**src/disc_ctrl_pkg.sv**
```systemverilog
`default_nettype none

package disc_ctrl_pkg;

	//////////////////////////////
	// Widths and types
	//////////////////////////////

	typedef logic [7:0]  byte_t;          // Bus, FIFO and SRAM data
	typedef logic [7:0]  reg_addr_t;      // Latched register address
	typedef logic [18:0] sram_addr_t;     // 512K x 8 SRAM
	typedef logic [15:0] index_count_t;   // Index period in 10us ticks
	typedef logic [15:0] tick_div_t;      // 10us prescaler count

	// Memory write controller
	typedef enum logic [2:0] {
		MWC_IDLE      = 3'd0,   // Wait for FIFO data
		MWC_OE_OFF    = 3'd1,   // Release SRAM outputs, pop FIFO
		MWC_WRITE     = 3'd2,   // WE low
		MWC_WRITE_END = 3'd3,   // WE high again
		MWC_INC_ADDR  = 3'd4    // Next address
	} mwc_state_t;

	//////////////////////////////
	// Identity
	//////////////////////////////

	localparam logic [15:0] MCO_TYPE    = 16'hDD55;   // Microcode type
	localparam logic [15:0] MCO_VERSION = 16'h001F;   // Microcode version

	//////////////////////////////
	// Register map
	//////////////////////////////

	localparam reg_addr_t REG_SRAM_ADDR_LOW   = 8'h00;
	localparam reg_addr_t REG_SRAM_ADDR_HIGH  = 8'h01;
	localparam reg_addr_t REG_SRAM_ADDR_UPPER = 8'h02;   // Bits 18..16 only
	localparam reg_addr_t REG_SRAM_DATA       = 8'h03;   // Write queues, read autoincrements
	localparam reg_addr_t REG_MCO_TYPE_L      = 8'h04;
	localparam reg_addr_t REG_MCO_TYPE_H      = 8'h05;
	localparam reg_addr_t REG_MCO_VER_L       = 8'h06;
	localparam reg_addr_t REG_MCO_VER_H       = 8'h07;
	localparam reg_addr_t REG_STATUS          = 8'h0E;   // Any write clears overflow
	localparam reg_addr_t REG_SCRATCH         = 8'h30;
	localparam reg_addr_t REG_SCRATCH_INV     = 8'h31;
	localparam reg_addr_t REG_FIXED_55        = 8'h32;
	localparam reg_addr_t REG_FIXED_AA        = 8'h33;
	localparam reg_addr_t REG_INDEX_HIGH      = 8'h40;   // Read first, freezes low byte
	localparam reg_addr_t REG_INDEX_LOW       = 8'h41;

	// Status register bits
	localparam int STAT_BUSY     = 0;   // Write queue still draining
	localparam int STAT_OVERFLOW = 1;   // Sticky, byte dropped on full FIFO

	//////////////////////////////
	// FIFO and timing
	//////////////////////////////

	localparam int FIFO_DEPTH = 16;
	localparam int FIFO_PTR_W = 4;    // log2 of FIFO_DEPTH

	// 100 MHz master clock
	localparam tick_div_t TICK_10US_DIV = 16'd1000;

endpackage

`default_nettype wire

```
**src/disc_ctrl_top.sv**
```systemverilog
`default_nettype none

module disc_ctrl_top import disc_ctrl_pkg::*; (
	input  wire logic       CLK_MASTER,    // 100 MHz
	input  wire logic       rst_n,
	input  wire byte_t      mcu_pmd_in,
	input  wire logic       mcu_pmall,
	input  wire logic       mcu_pmrd,
	input  wire logic       mcu_pmwr,
	input  wire logic       fd_index_in,
	input  wire byte_t      sram_dq_in,
	output wire byte_t      mcu_pmd_out,
	output wire sram_addr_t sram_a,
	output wire byte_t      sram_dq_out,   // Board enables it while OE is off
	output wire logic       sram_we_n,
	output wire logic       sram_oe_n,
	output wire logic       sram_ce_n
);

	wire logic         fifo_push;
	wire byte_t        fifo_wdata;
	wire logic         fifo_pop;
	wire byte_t        fifo_rdata;
	wire logic         fifo_empty;
	wire logic         fifo_full;
	wire logic         addr_load_low;
	wire logic         addr_load_high;
	wire logic         addr_load_upper;
	wire byte_t        load_data;
	wire logic         rd_inc;
	wire logic         busy;
	wire index_count_t index_period;

	// SRAM stays selected for the fastest access
	assign sram_ce_n = 1'b0;

	//////////////////////////////
	// Host side
	//////////////////////////////

	mcu_reg_if i_mcu_reg_if (
		.CLK_MASTER      (CLK_MASTER),
		.rst_n           (rst_n),
		.mcu_pmd_in      (mcu_pmd_in),
		.mcu_pmall       (mcu_pmall),
		.mcu_pmrd        (mcu_pmrd),
		.mcu_pmwr        (mcu_pmwr),
		.sram_dq_in      (sram_dq_in),
		.sram_a          (sram_a),
		.busy            (busy),
		.fifo_full       (fifo_full),
		.index_period    (index_period),
		.mcu_pmd_out     (mcu_pmd_out),
		.fifo_push       (fifo_push),
		.fifo_wdata      (fifo_wdata),
		.addr_load_low   (addr_load_low),
		.addr_load_high  (addr_load_high),
		.addr_load_upper (addr_load_upper),
		.load_data       (load_data),
		.rd_inc          (rd_inc)
	);

	index_timer i_index_timer (
		.CLK_MASTER   (CLK_MASTER),
		.rst_n        (rst_n),
		.fd_index_in  (fd_index_in),
		.index_period (index_period)
	);

	//////////////////////////////
	// Write queue and SRAM side
	//////////////////////////////

	sram_fifo i_sram_fifo (
		.CLK_MASTER (CLK_MASTER),
		.rst_n      (rst_n),
		.push       (fifo_push),
		.wdata      (fifo_wdata),
		.pop        (fifo_pop),
		.rdata      (fifo_rdata),
		.empty      (fifo_empty),
		.full       (fifo_full)
	);

	sram_write_ctrl i_sram_write_ctrl (
		.CLK_MASTER      (CLK_MASTER),
		.rst_n           (rst_n),
		.fifo_empty      (fifo_empty),
		.fifo_rdata      (fifo_rdata),
		.addr_load_low   (addr_load_low),
		.addr_load_high  (addr_load_high),
		.addr_load_upper (addr_load_upper),
		.load_data       (load_data),
		.rd_inc          (rd_inc),
		.fifo_pop        (fifo_pop),
		.sram_a          (sram_a),
		.sram_dq_out     (sram_dq_out),
		.sram_we_n       (sram_we_n),
		.sram_oe_n       (sram_oe_n),
		.busy            (busy)
	);

endmodule

`default_nettype wire

```
**src/index_timer.sv**
```systemverilog
`default_nettype none

module index_timer import disc_ctrl_pkg::*; (
	input  wire logic    CLK_MASTER,
	input  wire logic    rst_n,
	input  wire logic    fd_index_in,
	output index_count_t index_period
);

	logic [2:0]   index_sync;   // Stage 0 meets the raw pin
	logic         index_rise;
	tick_div_t    div_q;
	logic         tick_10us;
	index_count_t period_cnt;   // Ticks since last index

	always_ff @(posedge CLK_MASTER) begin
		if (!rst_n) begin
			index_sync <= '0;
		end else begin
			index_sync <= {index_sync[1:0], fd_index_in};
		end
	end

	assign index_rise = index_sync[1] & ~index_sync[2];

	//////////////////////////////
	// 10us prescaler
	//////////////////////////////

	assign tick_10us = (div_q == (TICK_10US_DIV - 1'b1));

	always_ff @(posedge CLK_MASTER) begin
		if (!rst_n || tick_10us) begin
			div_q <= '0;
		end else begin
			div_q <= div_q + 1'b1;
		end
	end

	// Latch and restart on each index, hold at max for a stopped disc
	always_ff @(posedge CLK_MASTER) begin
		if (!rst_n) begin
			period_cnt   <= '0;
			index_period <= '0;
		end else if (index_rise) begin
			index_period <= period_cnt;
			period_cnt   <= '0;
		end else if (tick_10us && (period_cnt != '1)) begin
			period_cnt <= period_cnt + 1'b1;
		end
	end

endmodule

`default_nettype wire

```
**src/mcu_reg_if.sv**
```systemverilog
`default_nettype none

module mcu_reg_if import disc_ctrl_pkg::*; (
	input  wire logic         CLK_MASTER,
	input  wire logic         rst_n,
	input  wire byte_t        mcu_pmd_in,
	input  wire logic         mcu_pmall,
	input  wire logic         mcu_pmrd,
	input  wire logic         mcu_pmwr,
	input  wire byte_t        sram_dq_in,
	input  wire sram_addr_t   sram_a,
	input  wire logic         busy,
	input  wire logic         fifo_full,
	input  wire index_count_t index_period,
	output byte_t             mcu_pmd_out,
	output logic              fifo_push,
	output byte_t             fifo_wdata,
	output logic              addr_load_low,
	output logic              addr_load_high,
	output logic              addr_load_upper,
	output byte_t             load_data,
	output logic              rd_inc
);

	reg_addr_t addr_q;        // Latched register address
	logic      wr_sync;       // PMWR sampled
	logic      wr_sync_d;
	logic      rd_sync;       // PMRD sampled
	logic      rd_sync_d;
	logic      wr_pulse;      // One cycle per host write
	logic      rd_rise;
	logic      rd_fall;
	logic      overflow_q;    // Sticky FIFO overrun
	byte_t     scratch_q;
	byte_t     sram_dq_lat;   // SRAM byte held for the host
	byte_t     index_low_q;   // Frozen low byte of period
	byte_t     status_byte;

	//////////////////////////////
	// Address latch and strobes
	//////////////////////////////

	// Follows the bus for as long as PMALL is high
	always_ff @(posedge CLK_MASTER) begin
		if (!rst_n) begin
			addr_q <= '0;
		end else if (mcu_pmall) begin
			addr_q <= mcu_pmd_in;
		end
	end

	always_ff @(posedge CLK_MASTER) begin
		if (!rst_n) begin
			wr_sync   <= 1'b0;
			wr_sync_d <= 1'b0;
			rd_sync   <= 1'b0;
			rd_sync_d <= 1'b0;
		end else begin
			wr_sync   <= mcu_pmwr;
			wr_sync_d <= wr_sync;
			rd_sync   <= mcu_pmrd;
			rd_sync_d <= rd_sync;
		end
	end

	assign wr_pulse = wr_sync & ~wr_sync_d;   // Second cycle of the write
	assign rd_rise  = rd_sync & ~rd_sync_d;
	assign rd_fall  = ~rd_sync & rd_sync_d;   // One cycle after PMRD drops

	//////////////////////////////
	// Write decode
	//////////////////////////////

	// SRAM data goes into the write queue
	assign fifo_push  = wr_pulse && (addr_q == REG_SRAM_DATA);
	assign fifo_wdata = mcu_pmd_in;

	// Address counter lives in the write controller
	assign addr_load_low   = wr_pulse && (addr_q == REG_SRAM_ADDR_LOW);
	assign addr_load_high  = wr_pulse && (addr_q == REG_SRAM_ADDR_HIGH);
	assign addr_load_upper = wr_pulse && (addr_q == REG_SRAM_ADDR_UPPER);
	assign load_data       = mcu_pmd_in;

	// Advance after each completed data read
	assign rd_inc = rd_fall && (addr_q == REG_SRAM_DATA);

	always_ff @(posedge CLK_MASTER) begin
		if (!rst_n) begin
			overflow_q <= 1'b0;
		end else if (fifo_push && fifo_full) begin
			overflow_q <= 1'b1;   // Byte lost
		end else if (wr_pulse && (addr_q == REG_STATUS)) begin
			overflow_q <= 1'b0;
		end
	end

	always_ff @(posedge CLK_MASTER) begin
		if (wr_pulse && (addr_q == REG_SCRATCH)) begin
			scratch_q <= mcu_pmd_in;
		end
		// Track SRAM until the read starts, then hold still
		if (!rd_sync && (addr_q == REG_SRAM_DATA)) begin
			sram_dq_lat <= sram_dq_in;
		end
		// Low byte matches the high byte being read
		if (rd_rise && (addr_q == REG_INDEX_HIGH)) begin
			index_low_q <= index_period[7:0];
		end
	end

	//////////////////////////////
	// Readback mux
	//////////////////////////////

	always_comb begin
		status_byte                = '0;
		status_byte[STAT_BUSY]     = busy;
		status_byte[STAT_OVERFLOW] = overflow_q;
	end

	always_comb begin
		case (addr_q)
			REG_SRAM_ADDR_LOW:   mcu_pmd_out = sram_a[7:0];
			REG_SRAM_ADDR_HIGH:  mcu_pmd_out = sram_a[15:8];
			REG_SRAM_ADDR_UPPER: mcu_pmd_out = {5'b00000, sram_a[18:16]};
			REG_SRAM_DATA:       mcu_pmd_out = sram_dq_lat;
			REG_MCO_TYPE_L:      mcu_pmd_out = MCO_TYPE[7:0];
			REG_MCO_TYPE_H:      mcu_pmd_out = MCO_TYPE[15:8];
			REG_MCO_VER_L:       mcu_pmd_out = MCO_VERSION[7:0];
			REG_MCO_VER_H:       mcu_pmd_out = MCO_VERSION[15:8];
			REG_STATUS:          mcu_pmd_out = status_byte;
			REG_SCRATCH:         mcu_pmd_out = scratch_q;
			REG_SCRATCH_INV:     mcu_pmd_out = ~scratch_q;   // Bus bit test
			REG_FIXED_55:        mcu_pmd_out = 8'h55;
			REG_FIXED_AA:        mcu_pmd_out = 8'hAA;
			REG_INDEX_HIGH:      mcu_pmd_out = index_period[15:8];
			REG_INDEX_LOW:       mcu_pmd_out = index_low_q;
			default:             mcu_pmd_out = '0;
		endcase
	end

	// A data byte and an address byte never share one write pulse
	a_push_not_load: assert property (@(posedge CLK_MASTER) disable iff (!rst_n)
		fifo_push |-> !(addr_load_low || addr_load_high || addr_load_upper));

endmodule

`default_nettype wire

```
**src/sram_fifo.sv**
```systemverilog
`default_nettype none

module sram_fifo import disc_ctrl_pkg::*; (
	input  wire logic  CLK_MASTER,
	input  wire logic  rst_n,
	input  wire logic  push,
	input  wire byte_t wdata,
	input  wire logic  pop,
	output byte_t      rdata,
	output logic       empty,
	output logic       full
);

	byte_t                 mem [FIFO_DEPTH];
	logic [FIFO_PTR_W-1:0] wr_ptr;
	logic [FIFO_PTR_W-1:0] rd_ptr;
	logic [FIFO_PTR_W:0]   count_q;   // 0 .. FIFO_DEPTH
	logic                  do_push;
	logic                  do_pop;

	assign empty = (count_q == '0);
	assign full  = count_q[FIFO_PTR_W];   // Depth is a power of two

	assign do_push = push && !full;   // Push on full is dropped
	assign do_pop  = pop && !empty;

	//////////////////////////////
	// Storage
	//////////////////////////////

	always_ff @(posedge CLK_MASTER) begin
		if (do_push) begin
			mem[wr_ptr] <= wdata;
		end
		if (do_pop) begin
			rdata <= mem[rd_ptr];   // Valid the cycle after pop
		end
	end

	//////////////////////////////
	// Pointers and count
	//////////////////////////////

	always_ff @(posedge CLK_MASTER) begin
		if (!rst_n) begin
			wr_ptr  <= '0;
			rd_ptr  <= '0;
			count_q <= '0;
		end else begin
			if (do_push) begin
				wr_ptr <= wr_ptr + 1'b1;   // Natural wrap
			end
			if (do_pop) begin
				rd_ptr <= rd_ptr + 1'b1;
			end
			if (do_push && !do_pop) begin
				count_q <= count_q + 1'b1;
			end else if (do_pop && !do_push) begin
				count_q <= count_q - 1'b1;
			end
		end
	end

	// Consumer only pops a non-empty queue
	a_no_pop_empty: assert property (@(posedge CLK_MASTER) disable iff (!rst_n)
		pop |-> !empty);

	// A push into a full queue leaves nothing behind
	a_no_push_full: assert property (@(posedge CLK_MASTER) disable iff (!rst_n)
		(push && full) |=> (wr_ptr == $past(wr_ptr)));

endmodule

`default_nettype wire

```
**src/sram_write_ctrl.sv**
```systemverilog
`default_nettype none

module sram_write_ctrl import disc_ctrl_pkg::*; (
	input  wire logic  CLK_MASTER,
	input  wire logic  rst_n,
	input  wire logic  fifo_empty,
	input  wire byte_t fifo_rdata,
	input  wire logic  addr_load_low,
	input  wire logic  addr_load_high,
	input  wire logic  addr_load_upper,
	input  wire byte_t load_data,
	input  wire logic  rd_inc,
	output logic       fifo_pop,
	output sram_addr_t sram_a,
	output byte_t      sram_dq_out,
	output logic       sram_we_n,
	output logic       sram_oe_n,
	output logic       busy
);

	mwc_state_t state_q;
	mwc_state_t state_d;

	//////////////////////////////
	// Write sequencer
	//////////////////////////////

	// Five cycles per byte
	always_comb begin
		state_d = state_q;
		case (state_q)
			MWC_IDLE: begin
				if (!fifo_empty) begin
					state_d = MWC_OE_OFF;
				end
			end
			MWC_OE_OFF: begin
				state_d = MWC_WRITE;
			end
			MWC_WRITE: begin
				state_d = MWC_WRITE_END;
			end
			MWC_WRITE_END: begin
				state_d = MWC_INC_ADDR;
			end
			MWC_INC_ADDR: begin
				state_d = MWC_IDLE;   // Recheck FIFO
			end
			default: begin
				state_d = MWC_IDLE;
			end
		endcase
	end

	// Strobes registered from the next state, no decode glitches on the pins
	always_ff @(posedge CLK_MASTER) begin
		if (!rst_n) begin
			state_q   <= MWC_IDLE;
			sram_we_n <= 1'b1;
			sram_oe_n <= 1'b0;   // SRAM drives the bus when idle
		end else begin
			state_q   <= state_d;
			sram_we_n <= (state_d != MWC_WRITE);
			sram_oe_n <= (state_d != MWC_IDLE);
		end
	end

	assign fifo_pop    = (state_q == MWC_OE_OFF);   // Byte ready in WRITE
	assign sram_dq_out = fifo_rdata;                // Held until next pop
	assign busy        = (state_q != MWC_IDLE) || !fifo_empty;

	//////////////////////////////
	// Address counter
	//////////////////////////////

	// Host loads win over increments
	always_ff @(posedge CLK_MASTER) begin
		if (!rst_n) begin
			sram_a <= '0;
		end else if (addr_load_low) begin
			sram_a[7:0] <= load_data;
		end else if (addr_load_high) begin
			sram_a[15:8] <= load_data;
		end else if (addr_load_upper) begin
			sram_a[18:16] <= load_data[2:0];   // Upper bits masked
		end else if ((state_q == MWC_INC_ADDR) || rd_inc) begin
			sram_a <= sram_a + 1'b1;   // Wraps at 19 bits
		end
	end

	// WE only drops once OE has been off for a full cycle
	a_we_needs_oe_off: assert property (@(posedge CLK_MASTER) disable iff (!rst_n)
		!sram_we_n |-> (sram_oe_n && $past(sram_oe_n)));

endmodule

`default_nettype wire

```
**config.mk**
```make
export PLATFORM = sky130hd
export DESIGN_NAME = disc_ctrl_top
export DESIGN_NICKNAME = d
export VERILOG_FILES = /design/src/disc_ctrl_pkg.sv /design/src/disc_ctrl_top.sv /design/src/index_timer.sv /design/src/mcu_reg_if.sv /design/src/sram_fifo.sv /design/src/sram_write_ctrl.sv
export SDC_FILE = /design/constraint.sdc
export NUM_CORES = 1
export LEC_CHECK = 0
export ABC_AREA = 1
export ABC_CLOCK_PERIOD_IN_PS = 2400
export BUFFER_PORTS_ARGS = -buffer_cell sky130_fd_sc_hd__buf_4
export CAP_MARGIN = 20
export CORE_UTILIZATION = 55
export CTS_CLUSTER_DIAMETER = 100
export DETAILED_ROUTE_END_ITERATION = 8
export GPL_TIMING_DRIVEN = 1
export PLACE_DENSITY = 0.76
export SLEW_MARGIN = 20
export SYNTH_ARGS = -nofsm -noshare
export SYNTH_HDL_FRONTEND = slang
export SYNTH_SLANG_ARGS = --single-unit
```
**constraint.sdc**
```tcl
create_clock -name CLK_MASTER -period 2.4 [get_ports CLK_MASTER]
set_clock_uncertainty 0.15 [all_clocks]
set_input_delay 0.12 -clock CLK_MASTER [delete_from_list [all_inputs] [get_ports CLK_MASTER]]
set_output_delay 0.12 -clock CLK_MASTER [all_outputs]
set_load 0.05 [all_outputs]
```
==> results of run 1 <==
==> logic make-up after synthesis <==
family	after synthesis
flip-flops	261
adder cells (fa/ha/maj)	13
AO/OA/AOI/OAI	227
AND/OR/NAND/NOR	653
XOR/XNOR	21
other	1
buffers and inverters	135
==> area by class of cell <==
class / count / area, um2
sequential: 261 / 6840
fill: 1658 / 6970
tap: 275 / 344
timing repair buffer: 128 / 1090
multi-input combinational: 915 / 4580
inverter: 90 / 358
clock inverter: 12 / 139
clock buffer: 36 / 698
==> layer usage <==
layer,share of wire,track usage
met3,0.058,0.0402
met1,0.43,0.328
met2,0.48,0.442
met5,0,0
met4,0.031,0.0809
==> placed cells by master (no fill, tap or decap), drive strengths merged, types with 2 or more instances in the layout <==
cell         instances
nand2              284
nor2               255
edfxtp             160
o21ai              126
buf                106
dfxtp              101
inv                 88
nand3               69
a21oi               62
clkbuf              36
o211ai              33
dlygate4sd3         22
nor3                18
xor2                17
nand4               13
ha                  12
clkinv              11
nand3b               5
xnor2                4
nor3b                3
bufinv               3
or2                  3
o22ai                3
nor4                 2
==> stage by stage <==
step | std cells | setup slack, ps | utilization | power (mW) | hold WS, ps
2_1_floorplan | 1311 | 10.2 | - | 5.14 | 67.6
3_3_place_gp | 1641 | 106 | 0.606 | 5.29 | 148
3_5_place_dp | 1641 | 34.3 | 0.606 | 5.30 | 149
4_1_cts | 1712 | -7.61 | 0.659 | 9.30 | 141
5_1_grt | 1717 | -76.6 | 0.668 | 9.55 | 154
6_report | 1717 | 16.0 | 0.668 | 9.29 | 161
==> state kept, by name (all words and copies together) (netlist names), 3 cells and up <==
register and cells:
i_sram_fifo.count_q 5, i_mcu_reg_if.index_low_q 8, i_mcu_reg_if.addr_q 8, i_mcu_reg_if.scratch_q 8
i_sram_write_ctrl.state_q 3, i_sram_fifo.rdata 8, i_sram_write_ctrl.sram_a 19, i_sram_fifo.rd_ptr 4
i_sram_fifo.wr_ptr 4, i_index_timer.index_sync 3, i_sram_fifo.mem 128, i_index_timer.period_cnt 16
i_index_timer.index_period 16, i_mcu_reg_if.sram_dq_lat 8, i_index_timer.div_q 16
==> worst reg2reg max path, delay by kind of cell (launching register included) <==
family	cells	cell delay [ps]
compound gates	2	260
flops	1	350
simple gates	7	770
xor+xnor	1	150
buf+inv	2	110
fa+ha+maj	2	490
==> power groups by stage <==
stage | Sequential, mW | Combinational, mW | Clock [mW]
3_5_place_dp | 4.92 | 0.383 | 0
6_report | 4.83 | 0.461 | 4.00
5_1_grt | 4.83 | 0.495 | 4.23
2_1_floorplan | 4.93 | 0.210 | 0
4_1_cts | 4.82 | 0.433 | 4.05
3_3_place_gp | 4.91 | 0.379 | 0
==> worst min path at each step <==
| stage | from | endpoint |
|---|---|---|
| floorplan | fd_index_in | i_index_timer.index_sync[0] |
| global placement | sram_dq_in[7] | i_mcu_reg_if.sram_dq_lat[7] |
| detailed placement | sram_dq_in[2] | i_mcu_reg_if.sram_dq_lat[2] |
| CTS | sram_dq_in[0] | i_mcu_reg_if.sram_dq_lat[0] |
| global route | sram_dq_in[3] | i_mcu_reg_if.sram_dq_lat[3] |
| finish | sram_dq_in[5] | i_mcu_reg_if.sram_dq_lat[5] |
==> repair_timing <==
item,in CTS,in global routing
resized for setup,18,45
hold endpoints to repair,172,0
pin swaps,4,10
setup buffers,1,5
hold buffers,22,0
setup endpoints to repair,9,10
==> reports/metrics.yaml, run 1 <==
synthTopCellsByArea: "edfxtp_1, dfxtp_1, nand2_1"
crit_required_ps: 2130
combPwrFrac: 0.050
ys_warn_count: 0
cts.clk_slew.worst_paths_ps: 60
grt_usage: 0.256
yosys.area.top_type_share: 0.407
die-area_um2: 22100
min_path_cells: 2
wl_per_cell_um: 16.3
crit_end: "mcu_pmd_out[4]"
vdd_drop_max_mv: 0.566
reg2regPathDepth: 14
antenna_found_initial: 0
cts_made_buffers: 26
path_class: "flop to primary output"
synth-simple-area-share: 0.238
ys_types: 47
drv_slew: 0
cts_tree: "built"
synth-edff-count: 160
endpoint_kind: "primary output"
min_period_over_period: 0.993
first_pass_iters: 5
min_period_ps: 2380
arrival_ps: 2110
viasPerCell: 5.43
critPathSlowestCell: "dfxtp_4"
synthesis.nets: 1346
setup_tns_ps: 0
synth_compound_area_frac: 0.106
critPathLaunchType: "flop"
synth_fa_ha_area_frac: 0.0144
start_util: 0.562
nets: 1457
post_dp_cell_area_um2: 12700
yosysMostFrequentCell: "nand2_1"
grt.overflow.total: 0
reg2reg_to: "i_sram_fifo.count_q[4]"
grt_pass1_wl_mm: 44.8
hpwl_mm: 18.4
power_frac_seq: 0.520
relSlewSlack: 0.617
drt-total-wl_mm: 28.0
r2r_start: "i_mcu_reg_if.addr_q[2]"
grt_pass1_vias: 9008
via_count: 9330
clk_latency_ps: 530
drt_iter0_drc: 673
hold_violations: 0
cp_num_cells: 9
drive_above_1_share: 0.151
synthXorXnorAreaFrac: 0.0156
synthTopCellsByCount: "nand2_1, nor2_1, edfxtp_1"
syn_inst: 1311
grt_max_degree: 66
powerDensity_nw_per_um2: 661
synth_top_family_by_area: "simple AND/OR/NAND/NOR gates"
p_leak_nw: 5.33
fmax_ghz: 0.419
cts_root_buf: "clkbuf_16"
p_int_mw: 7.29
switching_power_mw: 1.99
crit_fanout: 9
maxCapViolCount: 0
die_y_um: 149
status: "finished clean"
antenna_left: 0
avgSynthCellArea_um2: 9.01
rsz0062_at_grt: "true"
pwr-share-clk: 0.431
cts_buffer_depth: 3
cp_slowest_stage_delay_ps: 350
ys_seq_elements: 261
postSynth.asyncResetShare: 0
num_rows: 53
drc: 0
die_x_um: 149
rrSetupSlack_ps: 40
path_cells: "nor2_4 > nand3_4 > nor2_4 > buf_4 > nand2_1 > o211ai_1 > nor2_1 > nand4_1 > buf_6"
core_um2: 21000
syn-cell-area_um2: 11800
h-tree-depth: 1
gp_congestion: 0.955
crit_top_cell: "nor2_4"
crit_family: "simple AND/OR/NAND/NOR gates"
swShare: 0.215
cts.sinks: 261
timing.critical_path.buf_inv: 2
antenna_cells: 0
hold_class: "primary input to flop"
numPortBuffers: 58
setup-violations-final: 0
cp-startpoint: "i_mcu_reg_if.addr_q[2]"
synthToLayoutAreaGrowth_pct: 18.9
synth.area.mux_share: 0
synth_seq_area_share: 0.578
worst_pin_slew_ps: 574
io_pins: 60
synth-main-ff-cell: "edfxtp_1"
yosysTopAreaCell: "edfxtp_1"
final_area_um2: 14000
No activity file was read; power rests on OpenSTA's default activity.
==> run 2, diff against run 1 <==
--- a/config.mk
+++ b/config.mk
@@ -6,14 +6,14 @@
 export NUM_CORES = 1
 export LEC_CHECK = 0
 export ABC_AREA = 1
-export ABC_CLOCK_PERIOD_IN_PS = 2400
+export ABC_CLOCK_PERIOD_IN_PS = 2360
 export BUFFER_PORTS_ARGS = -buffer_cell sky130_fd_sc_hd__buf_4
 export CAP_MARGIN = 20
-export CORE_UTILIZATION = 55
+export CORE_UTILIZATION = 56
 export CTS_CLUSTER_DIAMETER = 100
 export DETAILED_ROUTE_END_ITERATION = 8
 export GPL_TIMING_DRIVEN = 1
-export PLACE_DENSITY = 0.76
+export PLACE_DENSITY = 0.74
 export SLEW_MARGIN = 20
 export SYNTH_ARGS = -nofsm -noshare
 export SYNTH_HDL_FRONTEND = slang
==> constraint.sdc (replaced) <==
create_clock -name CLK_MASTER -period 2.36 [get_ports CLK_MASTER]
set_clock_uncertainty 0.15 [all_clocks]
set_input_delay 0.118 -clock CLK_MASTER [delete_from_list [all_inputs] [get_ports CLK_MASTER]]
set_output_delay 0.118 -clock CLK_MASTER [all_outputs]
set_load 0.05 [all_outputs]
==> run 2 against run 1 <==
Critical path depth unchanged. Final cell count is 0.17% higher. Sequential power rose by 2%. Clock-buffer cell count stayed put. Utilization up 2.3 points. Worst setup slack better by 3.3 ps. Via count rose by 1.2%. Worst hold slack improved by 9.6 ps. Global-route usage increased by 1.0 points. Die area fell by 1.8%. Total power up 4.2%.
==> reports/metrics.yaml, run 2 (synthesis results as in run 1) <==
cp_slowest_stage_delay_ps: 340  # about the same
cp-startpoint: "i_mcu_reg_if.addr_q[7]"
path_cells: "nor2_4 > nand2_4 > buf_4 > nor2_4 > nand2_1 > o211ai_1 > nor2_1 > nand4_1 > buf_6"
synthToLayoutAreaGrowth_pct: 19.6
grt_max_degree: 57  # -14%
io_pins: 60  # unchanged
powerDensity_nw_per_um2: 685  # +3.6%
timing.critical_path.buf_inv: 2  # unchanged
cts.clk_slew.worst_paths_ps: 60  # about the same
post_dp_cell_area_um2: 12700  # about the same
nets: 1465  # +0.55%
relSlewSlack: 0.633  # +0.0157
drt_iter0_drc: 728  # +8.2%
largest-register: "i_sram_fifo.mem"
fin_util: 0.692  # +0.0234
p_leak_nw: 5.39  # +1.1%
gp_congestion: 0.917  # -3.9%
top_regs: "i_sram_fifo.mem (128), i_sram_write_ctrl.sram_a (19)"
die-area_um2: 21700  # -1.8%
antenna_found_initial: 0  # unchanged
cts_buffer_depth: 3  # unchanged
clk_latency_ps: 530  # about the same
swShare: 0.214  # -0.000413
vdd_drop_max_mv: 0.601  # +6.0%
die_x_um: 147  # -0.89%
drc: 0  # unchanged
combPwrFrac: 0.049  # about the same
crit_top_cell: "nor2_4"
status: "finished clean"
min_period_ps: 2340
via_count: 9438  # +1.2%
reg2regPathDepth: 14  # unchanged
grt_pass1_vias: 9073  # +0.72%
arrival_ps: 2070  # -40 ps
num_rows: 52  # -1.9%
cts.sinks: 261  # unchanged
hold_violations: 0  # unchanged
cts_made_buffers: 27  # +3.8%
path_class: "flop to primary output"
hold_class: "primary input to flop"
core_um2: 20400  # -2.8%
holdWs_ps: 171  # +9.64 ps
first_pass_iters: 7  # +2
hp-start: "sram_dq_in[2]"
cts_root_buf: "clkbuf_16"
crit_family: "simple AND/OR/NAND/NOR gates"
layout_common_cells: "nand2_1, nor2_1, edfxtp_1"
die_y_um: 147  # -0.89%
drive_above_1_share: 0.161  # +0.0102
setup-violations-final: 0  # unchanged
fmax_ghz: 0.427
power_mw: 9.68  # +4.2%
p_int_mw: 7.61  # +4.3%
drv_slew: 0  # unchanged
wl_per_cell_um: 16.5  # +1.1%
dp.cells: 1637  # -0.24%
maxCapViolCount: 0  # unchanged
n_fill_cell: 1593  # -3.9%
worst_pin_slew_ps: 551  # -23.5 ps
endpoint_kind: "primary output"
switching_power_mw: 2.07  # +4.0%
dp_slack_ps: 76.8  # +42.5 ps
setup_tns_ps: 0  # unchanged
power_frac_seq: 0.507  # -0.013
grt_pass1_wl_mm: 45.6  # +2.0%
crit_fanout: 7  # -2
rsz0062_at_grt: "true"
r2r_start: "i_mcu_reg_if.addr_q[7]"
antenna_cells: 0  # unchanged
min_path_cells: 2  # unchanged
min_period_over_period: 0.992
mostFrequentLayoutCell: "nand2_1"
antenna_left: 0  # unchanged
cp_num_cells: 9  # unchanged
start_util: 0.578  # +0.0163
largest_register_ff_count: 128  # unchanged
h-tree-depth: 1  # unchanged
grt_usage: 0.266  # +0.0104
cts_tree: "built"
pwr-share-clk: 0.444  # +0.013
critPathSlowestCell: "dfxtp_2"
fin_ws_ps: 19.4  # +3.32 ps
grt.overflow.total: 0  # unchanged
hpwl_mm: 18.8  # +1.9%
fin_cells: 1720  # +0.17%
final_area_um2: 14100  # +0.59%
crit_required_ps: 2090  # -40 ps
viasPerCell: 5.49  # +0.98%
drt-total-wl_mm: 28.3  # +1.3%
numPortBuffers: 58  # unchanged
critPathLaunchType: "flop"
-- run 2: worst register-to-register path: stages (launching register included) --
cell,delay (ps)
dfxtp_2,340
nor2_4,150
nand2_4,70
nor2_4,140
nand3_4,100
clkinv_4,60
ha_4,140
inv_4,50
fa_2,390
a21oi_2,120
nor2_1,40
nor2_1,120
xor2_1,150
nand2_1,80
a21oi_2,130
-- run 2: power groups by stage --
stage | combinational, mW | sequential (mW) | clock [mW]
5_1_grt | 0.515 | 4.91 | 4.53
3_5_place_dp | 0.392 | 5.00 | 0
6_report | 0.477 | 4.91 | 4.30
4_1_cts | 0.444 | 4.90 | 4.33
3_3_place_gp | 0.389 | 5.00 | 0
2_1_floorplan | 0.214 | 5.01 | 0
-- run 2: final timing paths --
path                            slack, ps                          end
worst max-delay path                   20               mcu_pmd_out[4]
worst min-delay path                  170  i_mcu_reg_if.sram_dq_lat[2]
worst max register to register         90       i_sram_fifo.count_q[4]
worst min register to register        280  i_mcu_reg_if.index_low_q[6]
-- run 2: repair_timing --
action	4_1_cts	5_1_grt
setup buffers	4	9
hold buffers	22	0
pin swaps	4	16
resized for setup	19	42
hold endpoints to repair	171	0
setup endpoints to repair	8	10
-- run 2: area by class of cell --
class,instances,area [um2],area share
Sequential cell,261,6840,0.484
Multi-Input combinational cell,915,4570,0.324
Timing Repair Buffer,135,1120,0.0791
Clock buffer,36,754,0.0534
Inverter,90,360,0.0255
Tap cell,270,338,0.0239
Clock inverter,13,150,0.0106
-- run 2: routing by layer --
layer / up-vias / track usage / share of wire
met4: 0 / 0.102 / 0.035
met1: 4391 / 0.350 / 0.42
met5: - / 0 / 0
met3: 62 / 0.0373 / 0.063
li1: 4661 / - / -
met2: 324 / 0.447 / 0.48
==> run 3, diff against run 2 <==
--- a/config.mk
+++ b/config.mk
@@ -9,11 +9,11 @@
 export ABC_CLOCK_PERIOD_IN_PS = 2360
 export BUFFER_PORTS_ARGS = -buffer_cell sky130_fd_sc_hd__buf_4
 export CAP_MARGIN = 20
-export CORE_UTILIZATION = 56
+export CORE_UTILIZATION = 50
 export CTS_CLUSTER_DIAMETER = 100
 export DETAILED_ROUTE_END_ITERATION = 8
 export GPL_TIMING_DRIVEN = 1
-export PLACE_DENSITY = 0.74
+export PLACE_DENSITY = 0.67
 export SLEW_MARGIN = 20
 export SYNTH_ARGS = -nofsm -noshare
 export SYNTH_HDL_FRONTEND = slang
==> run 3 against run 2 <==
The flow now finishes with violations (setup timing). Non-clock buffer count is 3 lower. Wire length rose by 0.41%. Final cell count increased by 2.5%. Critical endpoint unchanged. Largest power group unchanged. Highest routed layer unchanged.
==> reports/metrics.yaml, run 3 (synthesis results as in run 1) <==
hold_class: "primary input to flop"
h-tree-depth: 1  # unchanged
grt_usage: 0.237  # -0.0290
first_pass_iters: 8  # +1
fin_cells: 1763  # +2.5%
arrival_ps: 2120  # +50 ps
die-area_um2: 24300  # +12%
cts_tree: "built"
rsz0062_at_grt: "true"
ff_latch_area_um2: 6840  # about the same
clk_latency_ps: 550  # +20 ps
num_rows: 55  # +5.8%
fin_util: 0.627  # -0.0651
min_path_cells: 2  # unchanged
fin_ws_ps: -30.8  # -50.2 ps
drt_iter0_drc: 807  # +11%
p_leak_nw: 5.46  # +1.4%
drive_above_1_share: 0.168  # +0.00690
critPathLaunchType: "flop"
top_regs: "i_sram_fifo.mem (128), i_sram_write_ctrl.sram_a (19)"
vdd_drop_max_mv: 0.617  # +2.8%
numPortBuffers: 58  # unchanged
n_fill_cell: 1951  # +22%
holdWs_ps: 147  # -24.0 ps
layout_common_cells: "nand2_1, nor2_1, edfxtp_1"
drt-total-wl_mm: 28.4  # +0.41%
largest-register: "i_sram_fifo.mem"
gp_congestion: 0.937  # +2.1%
die_y_um: 156  # +5.8%
hpwl_mm: 18.6  # -0.82%
wl_per_cell_um: 16.1  # -2.0%
grt_pass1_vias: 8603  # -5.2%
start_util: 0.516  # -0.0628
relSlewSlack: 0.604  # -0.0290
grt.overflow.total: 0  # unchanged
worst_pin_slew_ps: 594  # +43.5 ps
core_um2: 22900  # +12%
maxCapViolCount: 0  # unchanged
crit_fanout: 6  # -1
antenna_found_initial: 0  # unchanged
hold_violations: 0  # unchanged
min_period_over_period: 1.01  # +0.0213
path_class: "flop to primary output"
antenna_cells: 0  # unchanged
cts_root_buf: "clkbuf_16"
cts_buffer_depth: 3  # unchanged
post_dp_cell_area_um2: 12800  # +0.46%
violations: "setup timing"
mostFrequentLayoutCell: "nand2_1"
viasPerCell: 5.29  # -3.6%
cts.clk_slew.worst_paths_ps: 60  # about the same
status: "complete, but fails checks"
drc: 0  # unchanged
grt_pass1_wl_mm: 45.2  # -0.98%
nets: 1463  # -0.14%
multi_input_area_um2: 4610  # +0.77%
min_period_ps: 2390  # +50.2 ps
powerDensity_nw_per_um2: 707  # +3.3%
endpoint_kind: "primary output"
fmax_ghz: 0.418  # -2.1%
crit_required_ps: 2090  # about the same
largest_register_ff_count: 128  # unchanged
drv_slew: 0  # unchanged
io_pins: 60  # unchanged
via_count: 9324  # -1.2%
die_x_um: 156  # +5.8%
cts_made_buffers: 28  # +3.7%
grt_max_degree: 57  # unchanged
synthToLayoutAreaGrowth_pct: 21.5
cts.sinks: 261  # unchanged
antenna_left: 0  # unchanged
final_area_um2: 14400  # +1.6%
setup-violations-final: 2  # +2
reg2regPathDepth: 14  # unchanged
dp.cells: 1679  # +2.6%
[run 3: per-layer routing]
layer,track usage,vias to the layer above,part of all wire
met5,0,-,0
met4,0.0654,0,0.025
met3,0.0281,56,0.052
met2,0.393,253,0.48
met1,0.329,4367,0.45
li1,-,4648,-
[run 3: critical path, cell delays in order (launching register included)]
cell and delay, ps:
dfxtp_4 360, buf_8 140, inv_8 60, nand2_4 50, nor2_4 200, nand2_2 110
o211ai_1 290, nor2_1 70, nand4_1 110, buf_6 180
[run 3: path summary, 6_finish.rpt]
check | startpoint | end | slack, ps
hold / removal | sram_dq_in[7] | i_mcu_reg_if.sram_dq_lat[7] | 150
hold reg to reg | i_index_timer.index_period[6] | i_mcu_reg_if.index_low_q[6] | 270
setup reg to reg | i_mcu_reg_if.addr_q[6] | i_sram_fifo.count_q[4] | 10
setup / recovery | i_mcu_reg_if.addr_q[1] | mcu_pmd_out[4] | -30
[run 3: area by class of cell]
cell class                      count  area share
Tap cell                          313      0.0273
Timing Repair Buffer              132      0.0782
Clock inverter                     14      0.0176
Inverter                           90      0.0253
Clock buffer                       38      0.0542
Sequential cell                   261       0.477
Multi-Input combinational cell    915       0.321
[run 3: report_power, final]
| group | leakage, nW | switching, mW | total, mW | internal, mW |
|---|---|---|---|---|
| registers | 2.25 | 0.0376 | 4.91 | 4.87 |
| logic | 2.71 | 0.314 | 0.482 | 0.168 |
| clock network | 0.495 | 1.79 | 4.77 | 2.98 |
[run 3: repair_timing]
action,in CTS,in global routing
setup endpoints to repair,8,10
setup buffers,3,8
pin swaps,5,20
hold buffers,22,0
hold endpoints to repair,177,0
resized for setup,30,50
[run 3: per-stage QoR]
step	setup slack [ps]	power [mW]	setup TNS [ps]
after floorplan	23.0	5.22	0
after global placement	106	5.38	0
after detailed placement	51.9	5.39	0
after CTS	-13.1	10.2	-33.9
after global routing	-122	10.5	-549
final	-30.8	10.2	-49.8
